<file path="src/armPkg.sv">
// Shared widths, opcode, ALU, condition and forwarding codes, and the instruction word views
`default_nettype none

package armPkg;

   localparam int dataWidth    = 32;
   localparam int regAddrWidth = 4;

   // Op field, Instr[27:26]
   localparam logic [1:0] opDataProc = 2'b00;
   localparam logic [1:0] opMemory   = 2'b01;

   // ALU control; bit 1 set means a logic operation
   localparam logic [1:0] aluAdd = 2'b00;
   localparam logic [1:0] aluSub = 2'b01;
   localparam logic [1:0] aluAnd = 2'b10;
   localparam logic [1:0] aluOrr = 2'b11;

   // Function field, Instr[24:21]
   localparam logic [3:0] funcAdd = 4'b0100;
   localparam logic [3:0] funcSub = 4'b0010;
   localparam logic [3:0] funcAnd = 4'b0000;
   localparam logic [3:0] funcOrr = 4'b1100;

   localparam logic [3:0] condAlways = 4'b1110;
   localparam logic [3:0] condNever  = 4'b1111; // Reserved code, never executes

   // Execute operand source
   localparam logic [1:0] fwdRegFile   = 2'b00;
   localparam logic [1:0] fwdWriteback = 2'b01;
   localparam logic [1:0] fwdMemory    = 2'b10;

   // One instruction word, seen as data processing or as load/store
   typedef union packed {
      struct packed {
         logic [3:0] cond;
         logic [1:0] op;
         logic       immFlag;  // 1 for immediate operand
         logic [3:0] funct;
         logic       sBit;
         logic [3:0] rn;
         logic [3:0] rd;
         logic [3:0] rot;      // Always zero in this subset
         logic [7:0] immOrRm;  // Rm sits in the low nibble
      } dpView;
      struct packed {
         logic [3:0]  cond;
         logic [1:0]  op;
         logic        regOffset;
         logic [3:0]  pubw;
         logic        load;
         logic [3:0]  rn;
         logic [3:0]  rd;
         logic [11:0] offset;
      } memView;
   } instrWord_t;

endpackage

`default_nettype wire
</file>
<file path="src/armCore.sv">
// Top of the five-stage pipelined core; connect it to instruction and data memories
`timescale 1ns/10ps
`default_nettype none

module armCore (
   input  logic                         clk,
   input  logic                         reset,
   input  logic [armPkg::dataWidth-1:0] InstrF,
   input  logic [armPkg::dataWidth-1:0] ReadDataM,
   output logic [armPkg::dataWidth-1:0] PCF,
   output logic                         MemWriteM,
   output logic [armPkg::dataWidth-1:0] ALUOutM,
   output logic [armPkg::dataWidth-1:0] WriteDataM
);

   import armPkg::*;

   instrWord_t InstrD;
   logic       ImmSrcD, RegSrcD;
   logic       ALUSrcE;
   logic [1:0] ALUControlE, FlagWriteE;
   logic [3:0] CondE, ALUFlagsE;
   logic       CondExE;
   logic       MemtoRegE, RegWriteM, MemtoRegW, RegWriteW;
   logic [1:0] ForwardAE, ForwardBE;
   logic       StallF, StallD, FlushE;
   logic       Match1EM, Match1EW, Match2EM, Match2EW, Match12DE;

   decoder decode (
      .clk(clk), .reset(reset), .InstrD(InstrD), .FlushE(FlushE), .CondExE(CondExE),
      .ImmSrcD(ImmSrcD), .RegSrcD(RegSrcD), .ALUSrcE(ALUSrcE), .ALUControlE(ALUControlE),
      .FlagWriteE(FlagWriteE), .CondE(CondE), .MemtoRegE(MemtoRegE),
      .RegWriteM(RegWriteM), .MemWriteM(MemWriteM), .MemtoRegW(MemtoRegW),
      .RegWriteW(RegWriteW)
   );

   condUnit cond (
      .clk(clk), .reset(reset), .CondE(CondE), .FlagWriteE(FlagWriteE),
      .ALUFlagsE(ALUFlagsE), .CondExE(CondExE)
   );

   hazardUnit hazard (
      .Match1EM(Match1EM), .Match1EW(Match1EW), .Match2EM(Match2EM),
      .Match2EW(Match2EW), .Match12DE(Match12DE), .RegWriteM(RegWriteM),
      .RegWriteW(RegWriteW), .MemtoRegE(MemtoRegE), .ForwardAE(ForwardAE),
      .ForwardBE(ForwardBE), .StallF(StallF), .StallD(StallD), .FlushE(FlushE)
   );

   datapath dp (
      .clk(clk), .reset(reset), .InstrF(InstrF), .ReadDataM(ReadDataM),
      .ImmSrcD(ImmSrcD), .RegSrcD(RegSrcD), .ALUSrcE(ALUSrcE), .ALUControlE(ALUControlE),
      .MemtoRegW(MemtoRegW), .RegWriteW(RegWriteW), .ForwardAE(ForwardAE),
      .ForwardBE(ForwardBE), .StallF(StallF), .StallD(StallD), .FlushE(FlushE),
      .PCF(PCF), .InstrD(InstrD), .ALUOutM(ALUOutM), .WriteDataM(WriteDataM),
      .ALUFlagsE(ALUFlagsE), .Match1EM(Match1EM), .Match1EW(Match1EW),
      .Match2EM(Match2EM), .Match2EW(Match2EW), .Match12DE(Match12DE)
   );

endmodule

`default_nettype wire

</file>
<file path="src/datapath.sv">
// PC, pipeline data registers, register file, operand forwarding and result select
`timescale 1ns/10ps
`default_nettype none

module datapath (
   input  logic                         clk,
   input  logic                         reset,
   input  logic [armPkg::dataWidth-1:0] InstrF,
   input  logic [armPkg::dataWidth-1:0] ReadDataM,
   input  logic                         ImmSrcD,
   input  logic                         RegSrcD,
   input  logic                         ALUSrcE,
   input  logic [1:0]                   ALUControlE,
   input  logic                         MemtoRegW,
   input  logic                         RegWriteW,
   input  logic [1:0]                   ForwardAE,
   input  logic [1:0]                   ForwardBE,
   input  logic                         StallF,
   input  logic                         StallD,
   input  logic                         FlushE,
   output logic [armPkg::dataWidth-1:0] PCF,
   output armPkg::instrWord_t           InstrD,
   output logic [armPkg::dataWidth-1:0] ALUOutM,
   output logic [armPkg::dataWidth-1:0] WriteDataM,
   output logic [3:0]                   ALUFlagsE,
   output logic                         Match1EM,
   output logic                         Match1EW,
   output logic                         Match2EM,
   output logic                         Match2EW,
   output logic                         Match12DE
);

   import armPkg::*;

   logic [dataWidth-1:0]    PCPlus4F;
   logic [dataWidth-1:0]    rd1D, rd2D, ExtImmD;
   logic [dataWidth-1:0]    rd1E, rd2E, ExtImmE;
   logic [dataWidth-1:0]    SrcAE, SrcBE, WriteDataE, ALUResultE;
   logic [dataWidth-1:0]    ALUOutW, ReadDataW, ResultW;
   logic [regAddrWidth-1:0] RA1D, RA2D, RA1E, RA2E;
   logic [regAddrWidth-1:0] WA3E, WA3M, WA3W;

   // Fetch
   assign PCPlus4F = PCF + dataWidth'(4);

   always_ff @(posedge clk, posedge reset)
   begin
      if (reset)
         PCF <= '0;
      else if (!StallF)
         PCF <= PCPlus4F;
   end

   // Decode
   always_ff @(posedge clk)
   begin
      if (!StallD)
         InstrD <= InstrF;
   end

   assign RA1D = InstrD.dpView.rn;
   assign RA2D = RegSrcD ? InstrD.dpView.rd : InstrD.dpView.immOrRm[regAddrWidth-1:0];
   assign ExtImmD = ImmSrcD ? {{(dataWidth-12){1'b0}}, InstrD.memView.offset}
                            : {{(dataWidth-8){1'b0}}, InstrD.dpView.immOrRm};

   regFile rf (
      .clk(clk), .reset(reset), .writeEnable(RegWriteW),
      .readAddr1(RA1D), .readAddr2(RA2D), .writeAddr(WA3W), .writeData(ResultW),
      .readData1(rd1D), .readData2(rd2D)
   );

   // Execute; a flushed slot carries an all-zero bubble
   always_ff @(posedge clk)
   begin
      if (FlushE)
      begin
         rd1E    <= '0;
         rd2E    <= '0;
         ExtImmE <= '0;
         RA1E    <= '0;
         RA2E    <= '0;
         WA3E    <= '0;
      end
      else
      begin
         rd1E    <= rd1D;
         rd2E    <= rd2D;
         ExtImmE <= ExtImmD;
         RA1E    <= RA1D;
         RA2E    <= RA2D;
         WA3E    <= InstrD.dpView.rd;
      end
   end

   always_comb
   begin
      case (ForwardAE)
         fwdMemory:    SrcAE = ALUOutM;
         fwdWriteback: SrcAE = ResultW;
         default:      SrcAE = rd1E;
      endcase
      case (ForwardBE)
         fwdMemory:    WriteDataE = ALUOutM;
         fwdWriteback: WriteDataE = ResultW;
         default:      WriteDataE = rd2E;
      endcase
   end

   assign SrcBE = ALUSrcE ? ExtImmE : WriteDataE;

   alu arith (
      .a(SrcAE), .b(SrcBE), .ALUControl(ALUControlE),
      .Result(ALUResultE), .Flags(ALUFlagsE)
   );

   // Memory and writeback
   always_ff @(posedge clk)
   begin
      ALUOutM    <= ALUResultE;
      WriteDataM <= WriteDataE;
      WA3M       <= WA3E;
      ALUOutW    <= ALUOutM;
      ReadDataW  <= ReadDataM;
      WA3W       <= WA3M;
   end

   assign ResultW = MemtoRegW ? ReadDataW : ALUOutW;

   // Register number compares for forwarding and the load-use check
   assign Match1EM  = (WA3M == RA1E);
   assign Match1EW  = (WA3W == RA1E);
   assign Match2EM  = (WA3M == RA2E);
   assign Match2EW  = (WA3W == RA2E);
   assign Match12DE = (WA3E == RA1D) | (WA3E == RA2D);

endmodule

`default_nettype wire

</file>
<file path="src/hazardUnit.sv">
// Forwarding selects and the load-use stall for the pipeline
`timescale 1ns/10ps
`default_nettype none

module hazardUnit (
   input  logic       Match1EM,
   input  logic       Match1EW,
   input  logic       Match2EM,
   input  logic       Match2EW,
   input  logic       Match12DE,
   input  logic       RegWriteM,
   input  logic       RegWriteW,
   input  logic       MemtoRegE,
   output logic [1:0] ForwardAE,
   output logic [1:0] ForwardBE,
   output logic       StallF,
   output logic       StallD,
   output logic       FlushE
);

   import armPkg::*;

   logic ldrStall;

   // Memory stage holds the newer value, so it wins
   assign ForwardAE = (Match1EM & RegWriteM) ? fwdMemory
                    : (Match1EW & RegWriteW) ? fwdWriteback : fwdRegFile;
   assign ForwardBE = (Match2EM & RegWriteM) ? fwdMemory
                    : (Match2EW & RegWriteW) ? fwdWriteback : fwdRegFile;

   // Load result not ready until writeback; hold fetch and decode one cycle
   assign ldrStall = Match12DE & MemtoRegE;
   assign StallF   = ldrStall;
   assign StallD   = ldrStall;
   assign FlushE   = ldrStall;  // Bubble into execute

endmodule

`default_nettype wire

</file>
<file path="src/decoder.sv">
// Instruction decode and the control pipeline from execute through writeback
`timescale 1ns/10ps
`default_nettype none

module decoder (
   input  logic               clk,
   input  logic               reset,
   input  armPkg::instrWord_t InstrD,
   input  logic               FlushE,
   input  logic               CondExE,
   output logic               ImmSrcD,
   output logic               RegSrcD,
   output logic               ALUSrcE,
   output logic [1:0]         ALUControlE,
   output logic [1:0]         FlagWriteE,
   output logic [3:0]         CondE,
   output logic               MemtoRegE,
   output logic               RegWriteM,
   output logic               MemWriteM,
   output logic               MemtoRegW,
   output logic               RegWriteW
);

   import armPkg::*;

   logic       ALUSrcD, MemtoRegD, RegWriteD, MemWriteD;
   logic [1:0] ALUControlD, FlagWriteD;
   logic       RegWriteE, MemWriteE, MemtoRegM;

   always_comb
   begin
      ImmSrcD     = 1'b0;
      RegSrcD     = 1'b0;
      ALUSrcD     = 1'b0;
      MemtoRegD   = 1'b0;
      RegWriteD   = 1'b0;
      MemWriteD   = 1'b0;
      ALUControlD = aluAdd;  // Address add for loads and stores
      FlagWriteD  = 2'b00;
      case (InstrD.dpView.op)
         opDataProc:
         begin
            ALUSrcD   = InstrD.dpView.immFlag;
            RegWriteD = 1'b1;
            case (InstrD.dpView.funct)
               funcSub: ALUControlD = aluSub;
               funcAnd: ALUControlD = aluAnd;
               funcOrr: ALUControlD = aluOrr;
               default: ALUControlD = aluAdd;
            endcase
            // NZ on any S, CV only from the adder
            FlagWriteD[1] = InstrD.dpView.sBit;
            FlagWriteD[0] = InstrD.dpView.sBit & ~ALUControlD[1];
         end
         opMemory:
         begin
            ImmSrcD   = 1'b1;                   // 12-bit offset
            RegSrcD   = ~InstrD.memView.load;   // Store data comes from Rd
            ALUSrcD   = 1'b1;
            MemtoRegD = InstrD.memView.load;
            RegWriteD = InstrD.memView.load;
            MemWriteD = ~InstrD.memView.load;
         end
         default: ;  // Other ops decode to a no-op
      endcase
   end

   // Execute stage; a flush turns the slot into a bubble
   always_ff @(posedge clk, posedge reset)
   begin
      if (reset)
      begin
         {ALUSrcE, ALUControlE, CondE} <= '0;
         {RegWriteE, MemWriteE, MemtoRegE, FlagWriteE} <= '0;
      end
      else
      begin
         ALUSrcE     <= ALUSrcD;
         ALUControlE <= ALUControlD;
         CondE       <= InstrD.dpView.cond;
         if (FlushE)
            {RegWriteE, MemWriteE, MemtoRegE, FlagWriteE} <= '0;
         else
            {RegWriteE, MemWriteE, MemtoRegE, FlagWriteE} <=
               {RegWriteD, MemWriteD, MemtoRegD, FlagWriteD};
      end
   end

   // Memory and writeback stages, writes gated by the condition
   always_ff @(posedge clk, posedge reset)
   begin
      if (reset)
      begin
         {RegWriteM, MemWriteM, MemtoRegM} <= '0;
         {RegWriteW, MemtoRegW} <= '0;
      end
      else
      begin
         RegWriteM <= RegWriteE & CondExE;
         MemWriteM <= MemWriteE & CondExE;
         MemtoRegM <= MemtoRegE;
         RegWriteW <= RegWriteM;
         MemtoRegW <= MemtoRegM;
      end
   end

endmodule

`default_nettype wire

</file>
<file path="src/condUnit.sv">
// NZCV status register with condition check for the instruction in execute
`timescale 1ns/10ps
`default_nettype none

module condUnit (
   input  logic       clk,
   input  logic       reset,
   input  logic [3:0] CondE,
   input  logic [1:0] FlagWriteE,
   input  logic [3:0] ALUFlagsE,
   output logic       CondExE
);

   import armPkg::*;

   logic neg, zero, carry, overflow;
   logic ge;

   assign ge = (neg == overflow);

   always_comb
   begin
      case (CondE)
         4'b0000:    CondExE = zero;               // EQ
         4'b0001:    CondExE = ~zero;              // NE
         4'b0010:    CondExE = carry;              // CS
         4'b0011:    CondExE = ~carry;             // CC
         4'b0100:    CondExE = neg;                // MI
         4'b0101:    CondExE = ~neg;               // PL
         4'b0110:    CondExE = overflow;           // VS
         4'b0111:    CondExE = ~overflow;          // VC
         4'b1000:    CondExE = carry & ~zero;      // HI
         4'b1001:    CondExE = ~carry | zero;      // LS
         4'b1010:    CondExE = ge;                 // GE
         4'b1011:    CondExE = ~ge;                // LT
         4'b1100:    CondExE = ~zero & ge;         // GT
         4'b1101:    CondExE = zero | ~ge;         // LE
         condAlways: CondExE = 1'b1;
         condNever:  CondExE = 1'b0;
      endcase
   end

   // Skipped instructions leave the flags alone
   always_ff @(posedge clk, posedge reset)
   begin
      if (reset)
         {neg, zero, carry, overflow} <= 4'b0000;
      else
      begin
         if (FlagWriteE[1] && CondExE)
            {neg, zero} <= ALUFlagsE[3:2];
         if (FlagWriteE[0] && CondExE)
            {carry, overflow} <= ALUFlagsE[1:0];
      end
   end

endmodule

`default_nettype wire

</file>
<file path="src/regFile.sv">
// Sixteen-entry register file, two combinational reads and a falling-edge write
`timescale 1ns/10ps
`default_nettype none

module regFile (
   input  logic                            clk,
   input  logic                            reset,
   input  logic                            writeEnable,
   input  logic [armPkg::regAddrWidth-1:0] readAddr1,
   input  logic [armPkg::regAddrWidth-1:0] readAddr2,
   input  logic [armPkg::regAddrWidth-1:0] writeAddr,
   input  logic [armPkg::dataWidth-1:0]    writeData,
   output logic [armPkg::dataWidth-1:0]    readData1,
   output logic [armPkg::dataWidth-1:0]    readData2
);

   import armPkg::*;

   logic [dataWidth-1:0] regs [2**regAddrWidth];

   // Midcycle write so decode sees the writeback value in the same cycle
   always_ff @(negedge clk, posedge reset)
   begin
      if (reset)
      begin
         for (int i = 0; i < 2**regAddrWidth; i++)
            regs[i] <= '0;
      end
      else if (writeEnable)
         regs[writeAddr] <= writeData;
   end

   assign readData1 = regs[readAddr1];
   assign readData2 = regs[readAddr2];

endmodule

`default_nettype wire

</file>
<file path="src/alu.sv">
// Add, subtract, AND and OR with NZCV generation for the execute stage
`timescale 1ns/10ps
`default_nettype none

module alu (
   input  logic [armPkg::dataWidth-1:0] a,
   input  logic [armPkg::dataWidth-1:0] b,
   input  logic [1:0]                   ALUControl,
   output logic [armPkg::dataWidth-1:0] Result,
   output logic [3:0]                   Flags
);

   import armPkg::*;

   logic                 isSub, isArith;
   logic [dataWidth-1:0] bInv;
   logic [dataWidth:0]   sum;   // Top bit is the carry out

   assign isSub   = (ALUControl == aluSub);
   assign isArith = (ALUControl == aluAdd) | isSub;
   assign bInv    = isSub ? ~b : b;
   assign sum     = {1'b0, a} + {1'b0, bInv} + {{dataWidth{1'b0}}, isSub};

   always_comb
   begin
      case (ALUControl)
         aluAnd:  Result = a & b;
         aluOrr:  Result = a | b;
         default: Result = sum[dataWidth-1:0];
      endcase
   end

   // Subtract carry set means no borrow
   assign Flags[3] = Result[dataWidth-1];
   assign Flags[2] = (Result == '0);
   assign Flags[1] = isArith & sum[dataWidth];
   assign Flags[0] = isArith & (a[dataWidth-1] == bInv[dataWidth-1])
                     & (sum[dataWidth-1] != a[dataWidth-1]);

endmodule

`default_nettype wire

</file>
<file path="config.mk">
export PLATFORM = sky130hd
export DESIGN_NAME = armCore
export DESIGN_NICKNAME = d
export VERILOG_FILES = /design/src/armPkg.sv /design/src/armCore.sv /design/src/datapath.sv /design/src/hazardUnit.sv /design/src/decoder.sv /design/src/condUnit.sv /design/src/regFile.sv /design/src/alu.sv
export SDC_FILE = /design/constraint.sdc
export NUM_CORES = 2
export LEC_CHECK = 0
export BUFFER_PORTS_ARGS = -buffer_cell sky130_fd_sc_hd__buf_2
export CAP_MARGIN = 10
export CORE_MARGIN = 2
export CORE_UTILIZATION = 25
export CTS_BUF_LIST = sky130_fd_sc_hd__clkbuf_2 sky130_fd_sc_hd__clkbuf_4 sky130_fd_sc_hd__clkbuf_8
export DETAILED_ROUTE_END_ITERATION = 10
export HOLD_SLACK_MARGIN = 0.15
export PLACE_DENSITY_LB_ADDON = 0.25
export SETUP_SLACK_MARGIN = 0.4
export SLEW_MARGIN = 20
export SYNTH_ARGS = -nofsm -noshare
export SYNTH_HDL_FRONTEND = slang
export SYNTH_SLANG_ARGS = --single-unit
</file>
<file path="constraint.sdc">
create_clock -name clk -period 19 [get_ports clk]
set_input_delay 0.95 -clock clk [delete_from_list [all_inputs] [get_ports clk]]
set_output_delay 0.95 -clock clk [all_outputs]
set_load 0.02 [all_outputs]
</file>
-- Word-level counts from Yosys, hierarchy flattened
Cells that the tools add are included.
- latch bits: 0
- memories: 0
- bits in writable memories: 0
- word-level logic and storage cells: 162
- bits in read-only memories: 0
- output and inout bits: 97
- register bits after elaboration: 841
- divide/modulo/power cells: 0
- reduce and logical (&&, ||, !) cells: 9
- order comparisons: 4
- shift operators: 0
- $add $sub $neg: 3
- muxes and demuxes: 34
- eq/ne operators: 34
- $mul: 0
- bitwise gates (word level): 31
- operator list (cell ; number):
    512-bit bitwise mux ; 1
    32-bit binary-select mux with 4-bit select ; 2
    32-bit two-way mux ; 8
    32-bit one-hot mux with 2 select lines ; 3
    32-bit demux with 4-bit select ; 1
    4-bit equality test (second input constant) ; 9
    32-bit by 32-bit adder with 33-bit output ; 1
    33-bit by 1-bit adder with 33-bit output ; 1
    32-bit by 3-bit adder with 32-bit output (second input constant) ; 1
    32-bit AND ; 1
    32-bit logical NOT ; 1
    32-bit inverter ; 1
    32-bit bitwise OR ; 1
    4-bit equality test ; 6
    4-bit by 3-bit equality test with 1-bit output (second input constant) ; 4
    1-bit one-hot mux with 16 select lines ; 1
    5-bit >= comparator (second input constant) ; 3
    4-bit inverter with 5-bit output ; 3
    1-bit AND ; 13
    4-bit by 2-bit equality test with 1-bit output (second input constant) ; 3
    2-bit two-way mux ; 6
    2-bit by 1-bit equality test with 1-bit output (second input constant) ; 4
    2-bit equality test (second input constant) ; 4
    4-bit logical NOT ; 2
    13 further kinds ; 35

-- Logic depth before layout (Yosys ltp)
- word-level depth: 13
- depth in mapped cells: 26

-- Modules after synthesis
A second synthesis with hierarchy kept.
- cells, all modules: 2992
- area, all modules: 40339.9 sq um
- modules (own cells, without submodules) (module ; cells each ; area an instance (sq um) ; times used):
    regFile ; 1681 ; 26629.3 ; 1
    datapath ; 811 ; 9771.9 ; 1
    alu ; 424 ; 3011.6 ; 1
    decoder ; 37 ; 565.5 ; 1
    condUnit ; 30 ; 302.8 ; 1
    hazardUnit ; 9 ; 58.8 ; 1

==> impl_results.md <==
* Status: finished, final reports clean
* Crit path launch type: flip-flop
* Initial DRC Count at 2553
* First-pass GRT wire length at 217100 um
* Hold Path Class: in -> reg
* Lkg Pwr at 19.30 nW
* Final TNS setup at 0 ns
* Drt total wl at between 100000 and 150000 um
* Synthesized cell area at roughly 0.04 mm^2
* Ranking of synthesized cells by area: dfrtn_1 32%, dfxtp_1 11%, mux4_2 9.0%
* Core Region at 0.1600 mm^2
* Root buf cell: clkbuf_8
* Fin nets at 4470
* Slew headroom at 27.85%
* Syn Area/Cell at between 9 and 10 um^2
* PwrDens at 155.5 mW/mm^2
* Synth top area share at approximately a third
* Post-DP HPWL at between 80000 and 90000 um
* Detail Route Antenna Nets at 0
* Async SR Flop Fraction at ~70%
* Die Height at approximately 400 um
* Worst path max stage delay at 0.89 ns
* Num ports at roughly 160
* Setup violators final at 0
* Final Skew at 0.1600 ns
* WP buf/inv at 1
* Antenna violations before repair at 8
* Clk sinks at between 800 and 900
* Worst EP required at 10.07 ns
* Final slew viol count at 0
* EDFF count, synth at 32
* Yosys Warn Count at 0
* Crit Path Category: reg -> reg
* Post-CTS Setup Bufs at 0
* TritonCTS buffer count at 141
* Delay-heaviest family, CP: simple AND/OR/NAND/NOR gates
* Max Cap Violations at 0
* Worst-path clk slew at ~0.070 ns
* Rows at 147
* Leading area contributor after synthesis: dfrtn_1
* Worst Tran Pin Value at between 1 and 1.5 ns
* Cell variety after synth at 84
* Register area share after synthesis at 48.62%
* Avg WL per Cell at around 22 um
* Hold Vio Cnt, Final at 0
* RSZ-0062 raised after global routing: false
* Drt pass-1 iters at 9
* Mapped Cells at 4303
* Ys flop type: dfrtn_1
* Die Span X at 404.9 um
* IO Port Bufs at 160
* CP endpoint kind: flip-flop
* RD Place Congestion at just under 0.9
* Tot GR Track Use at between 10% and 20%
* Skew-Pair Late Insertion Delay at ~0.89 ns
* Layout cells sized above 1 at 16.49%
* Crit path max-delay cell type: nor2_4
* Filler cell count at 16860
* Layout area overhead at 16.17%
* Clock buffer depth at 3
* DRC viols at 0
* Starting Density at 25.11%
* Area occupied by multi-input gates at 0.01930 mm^2
* Sequential cell area at 0.01954 mm^2
* Crit path DAT at 3.39 ns
* Number of global-route vias before repair at 32130
* Synthesized flop and latch total at approximately 820
* Layout Utilization at 29.17%
* CTS H-tree lvls at 4
* Max FO, Critical Path at 38
* Pin count of the biggest net entering global routing at 156
* Vias per cell at around 5
* Die footprint at around 0.16 mm^2
* CTS tree: yes
* Crit path cell chain: nand3b_1, nor2_4, buf_4, a21oi_1
* Routed vias at 32830
* IR drop worst, VDD at 72.07 uV
* GRT overflow at 0
==> registers in the layout, indices dropped and copies added (netlist names), 32 cells and up <==
| register | cells |
|---|---|
| dp.ALUOutM | 32 |
| dp.ALUOutW | 32 |
| dp.InstrD | 32 |
| dp.ReadDataW | 32 |
| dp.WriteDataM | 32 |
| dp.rd1E | 32 |
| dp.rd2E | 32 |
| dp.rf.regs | 512 |
==> per-layer routing <==
| layer | share of wire, % | vias up | GRT usage [%] |
|---|---|---|---|
| li1 | - | 15320 | - |
| met1 | 44 | 16240 | 23.50 |
| met2 | 46 | 1009 | 28.41 |
| met3 | 5.7 | 246 | 3.446 |
| met4 | 3.3 | 6 | 6.389 |
| met5 | 0.032 | - | 0 |
==> cell usage in the layout (no fill, tap or decap), types with 83 or more instances in the layout <==
cell | synthesis | routed
dfrtn_1 | 512 | 512
buf_2 | 16 | 160
o21ai_0 | 257 | 257
nor2_1 | 383 | 372
a21oi_1 | 383 | 383
nand3_1 | 317 | 317
nand2_1 | 853 | 852
a311oi_1 | 99 | 99
dfxtp_1 | 224 | 224
buf_4 | 14 | 83
mux4_2 | 161 | 161
clkbuf_8 | 0 | 169
==> worst paths after layout <==
kind	cells past startpoint	to	startpoint	slack, ns
max	4	dp.rf.regs[335]$_DFFE_NP0P_	decode.RegWriteW$_DFF_PP0_	6.68
min	1	dp.InstrD[29]$_DFFE_PN_	InstrF[29]	0.25
max reg2reg	4	dp.rf.regs[335]$_DFFE_NP0P_	decode.RegWriteW$_DFF_PP0_	6.68
min reg2reg	0	decode.MemtoRegW$_DFF_PP0_	decode.MemtoRegM$_DFF_PP0_	0.34
max in group asynchronous	4	dp.rf.regs[322]$_DFFE_NP0P_	reset	7.11
min in group asynchronous	3	decode.RegWriteM$_DFF_PP0_	reset	0.89
==> worst register-to-register path: stages (launching register included) <==
cell,delay [ns]
dfrtp_1,0.52
nand3b_1,0.34
nor2_4,0.89
buf_4,0.62
a21oi_1,0.16
==> where the power goes <==
group          switching [mW]  internal (mW)
Sequential              0.552           2.47
Clock                   0.786           1.03
Combinational            1.41           1.01
==> final cells by class <==
cell class                      count  share of cell area [%]
Clock buffer                      229                   5.949
Antenna cell                        4                 0.02145
Clock inverter                     31                  0.8820
Multi-Input combinational cell   3096                   41.36
Tap cell                         2086                   5.592
Inverter                           30                  0.2547
Timing Repair Buffer              283                   4.083
Sequential cell                   819                   41.86
==> kinds of logic after synthesis <==
logic type | Yosys count | synth area share, %
compound gates | 928 | 13.92
xor+xnor | 106 | 2.311
buf+inv | 389 | 3.815
flops | 819 | 48.62
fa+ha+maj | 51 | 1.498
other cells | 1 | 0.009335
mux | 219 | 10.51
simple gates | 1790 | 19.30
==> stage by stage <==
stage                     hold slack (ns)  worst slack, ns  total power, mW  std cells  cell area (um^2)
after floorplan                    0.3306            1.127            4.561       4304             40180
after global placement             0.3312            6.117            5.395       6283             43160
after detailed placement           0.3346            6.090            5.438       6283             43160
after CTS                          0.1663            6.661            7.293       6574             46660
after global routing               0.1944            6.564            7.722       6576             46670
final                              0.2451            6.684            7.259       6578             46670
==> Yosys cell counts, types with 5 or more instances <==
cell / n
o311ai_0: 7
a31oi_1: 25
o21ai_0: 257
nand3b_1: 5
nor3_1: 26
o2111ai_1: 5
clkbuf_1: 287
and4_1: 9
dfrtn_1: 512
and2_1: 73
mux2i_1: 44
o211ai_1: 14
o31a_1: 5
nor3b_1: 6
o31ai_1: 34
edfxtp_1: 32
a211oi_1: 6
o221ai_1: 5
nand3_1: 317
ha_1: 32
xnor2_1: 80
nand4_1: 10
dfrtp_1: 51
dfxtp_1: 224
buf_4: 14
buf_1: 42
o21a_1: 5
mux2_2: 14
buf_2: 16
nand2_1: 853
inv_1: 27
xor2_1: 26
nand2b_1: 20
a21o_1: 25
a21oi_1: 383
mux4_2: 161
a311oi_1: 99
nor4_1: 12
and3_1: 58
maj3_1: 17
nor2_1: 383
==> repair_timing <==
action | CTS | global route
hold endpoints to repair | 31 | 0
gates resized for setup | 0 | 0
endpoints found under the setup margin | 0 | 0
hold buffers | 31 | 0
(Power assumes the default switching activity.)
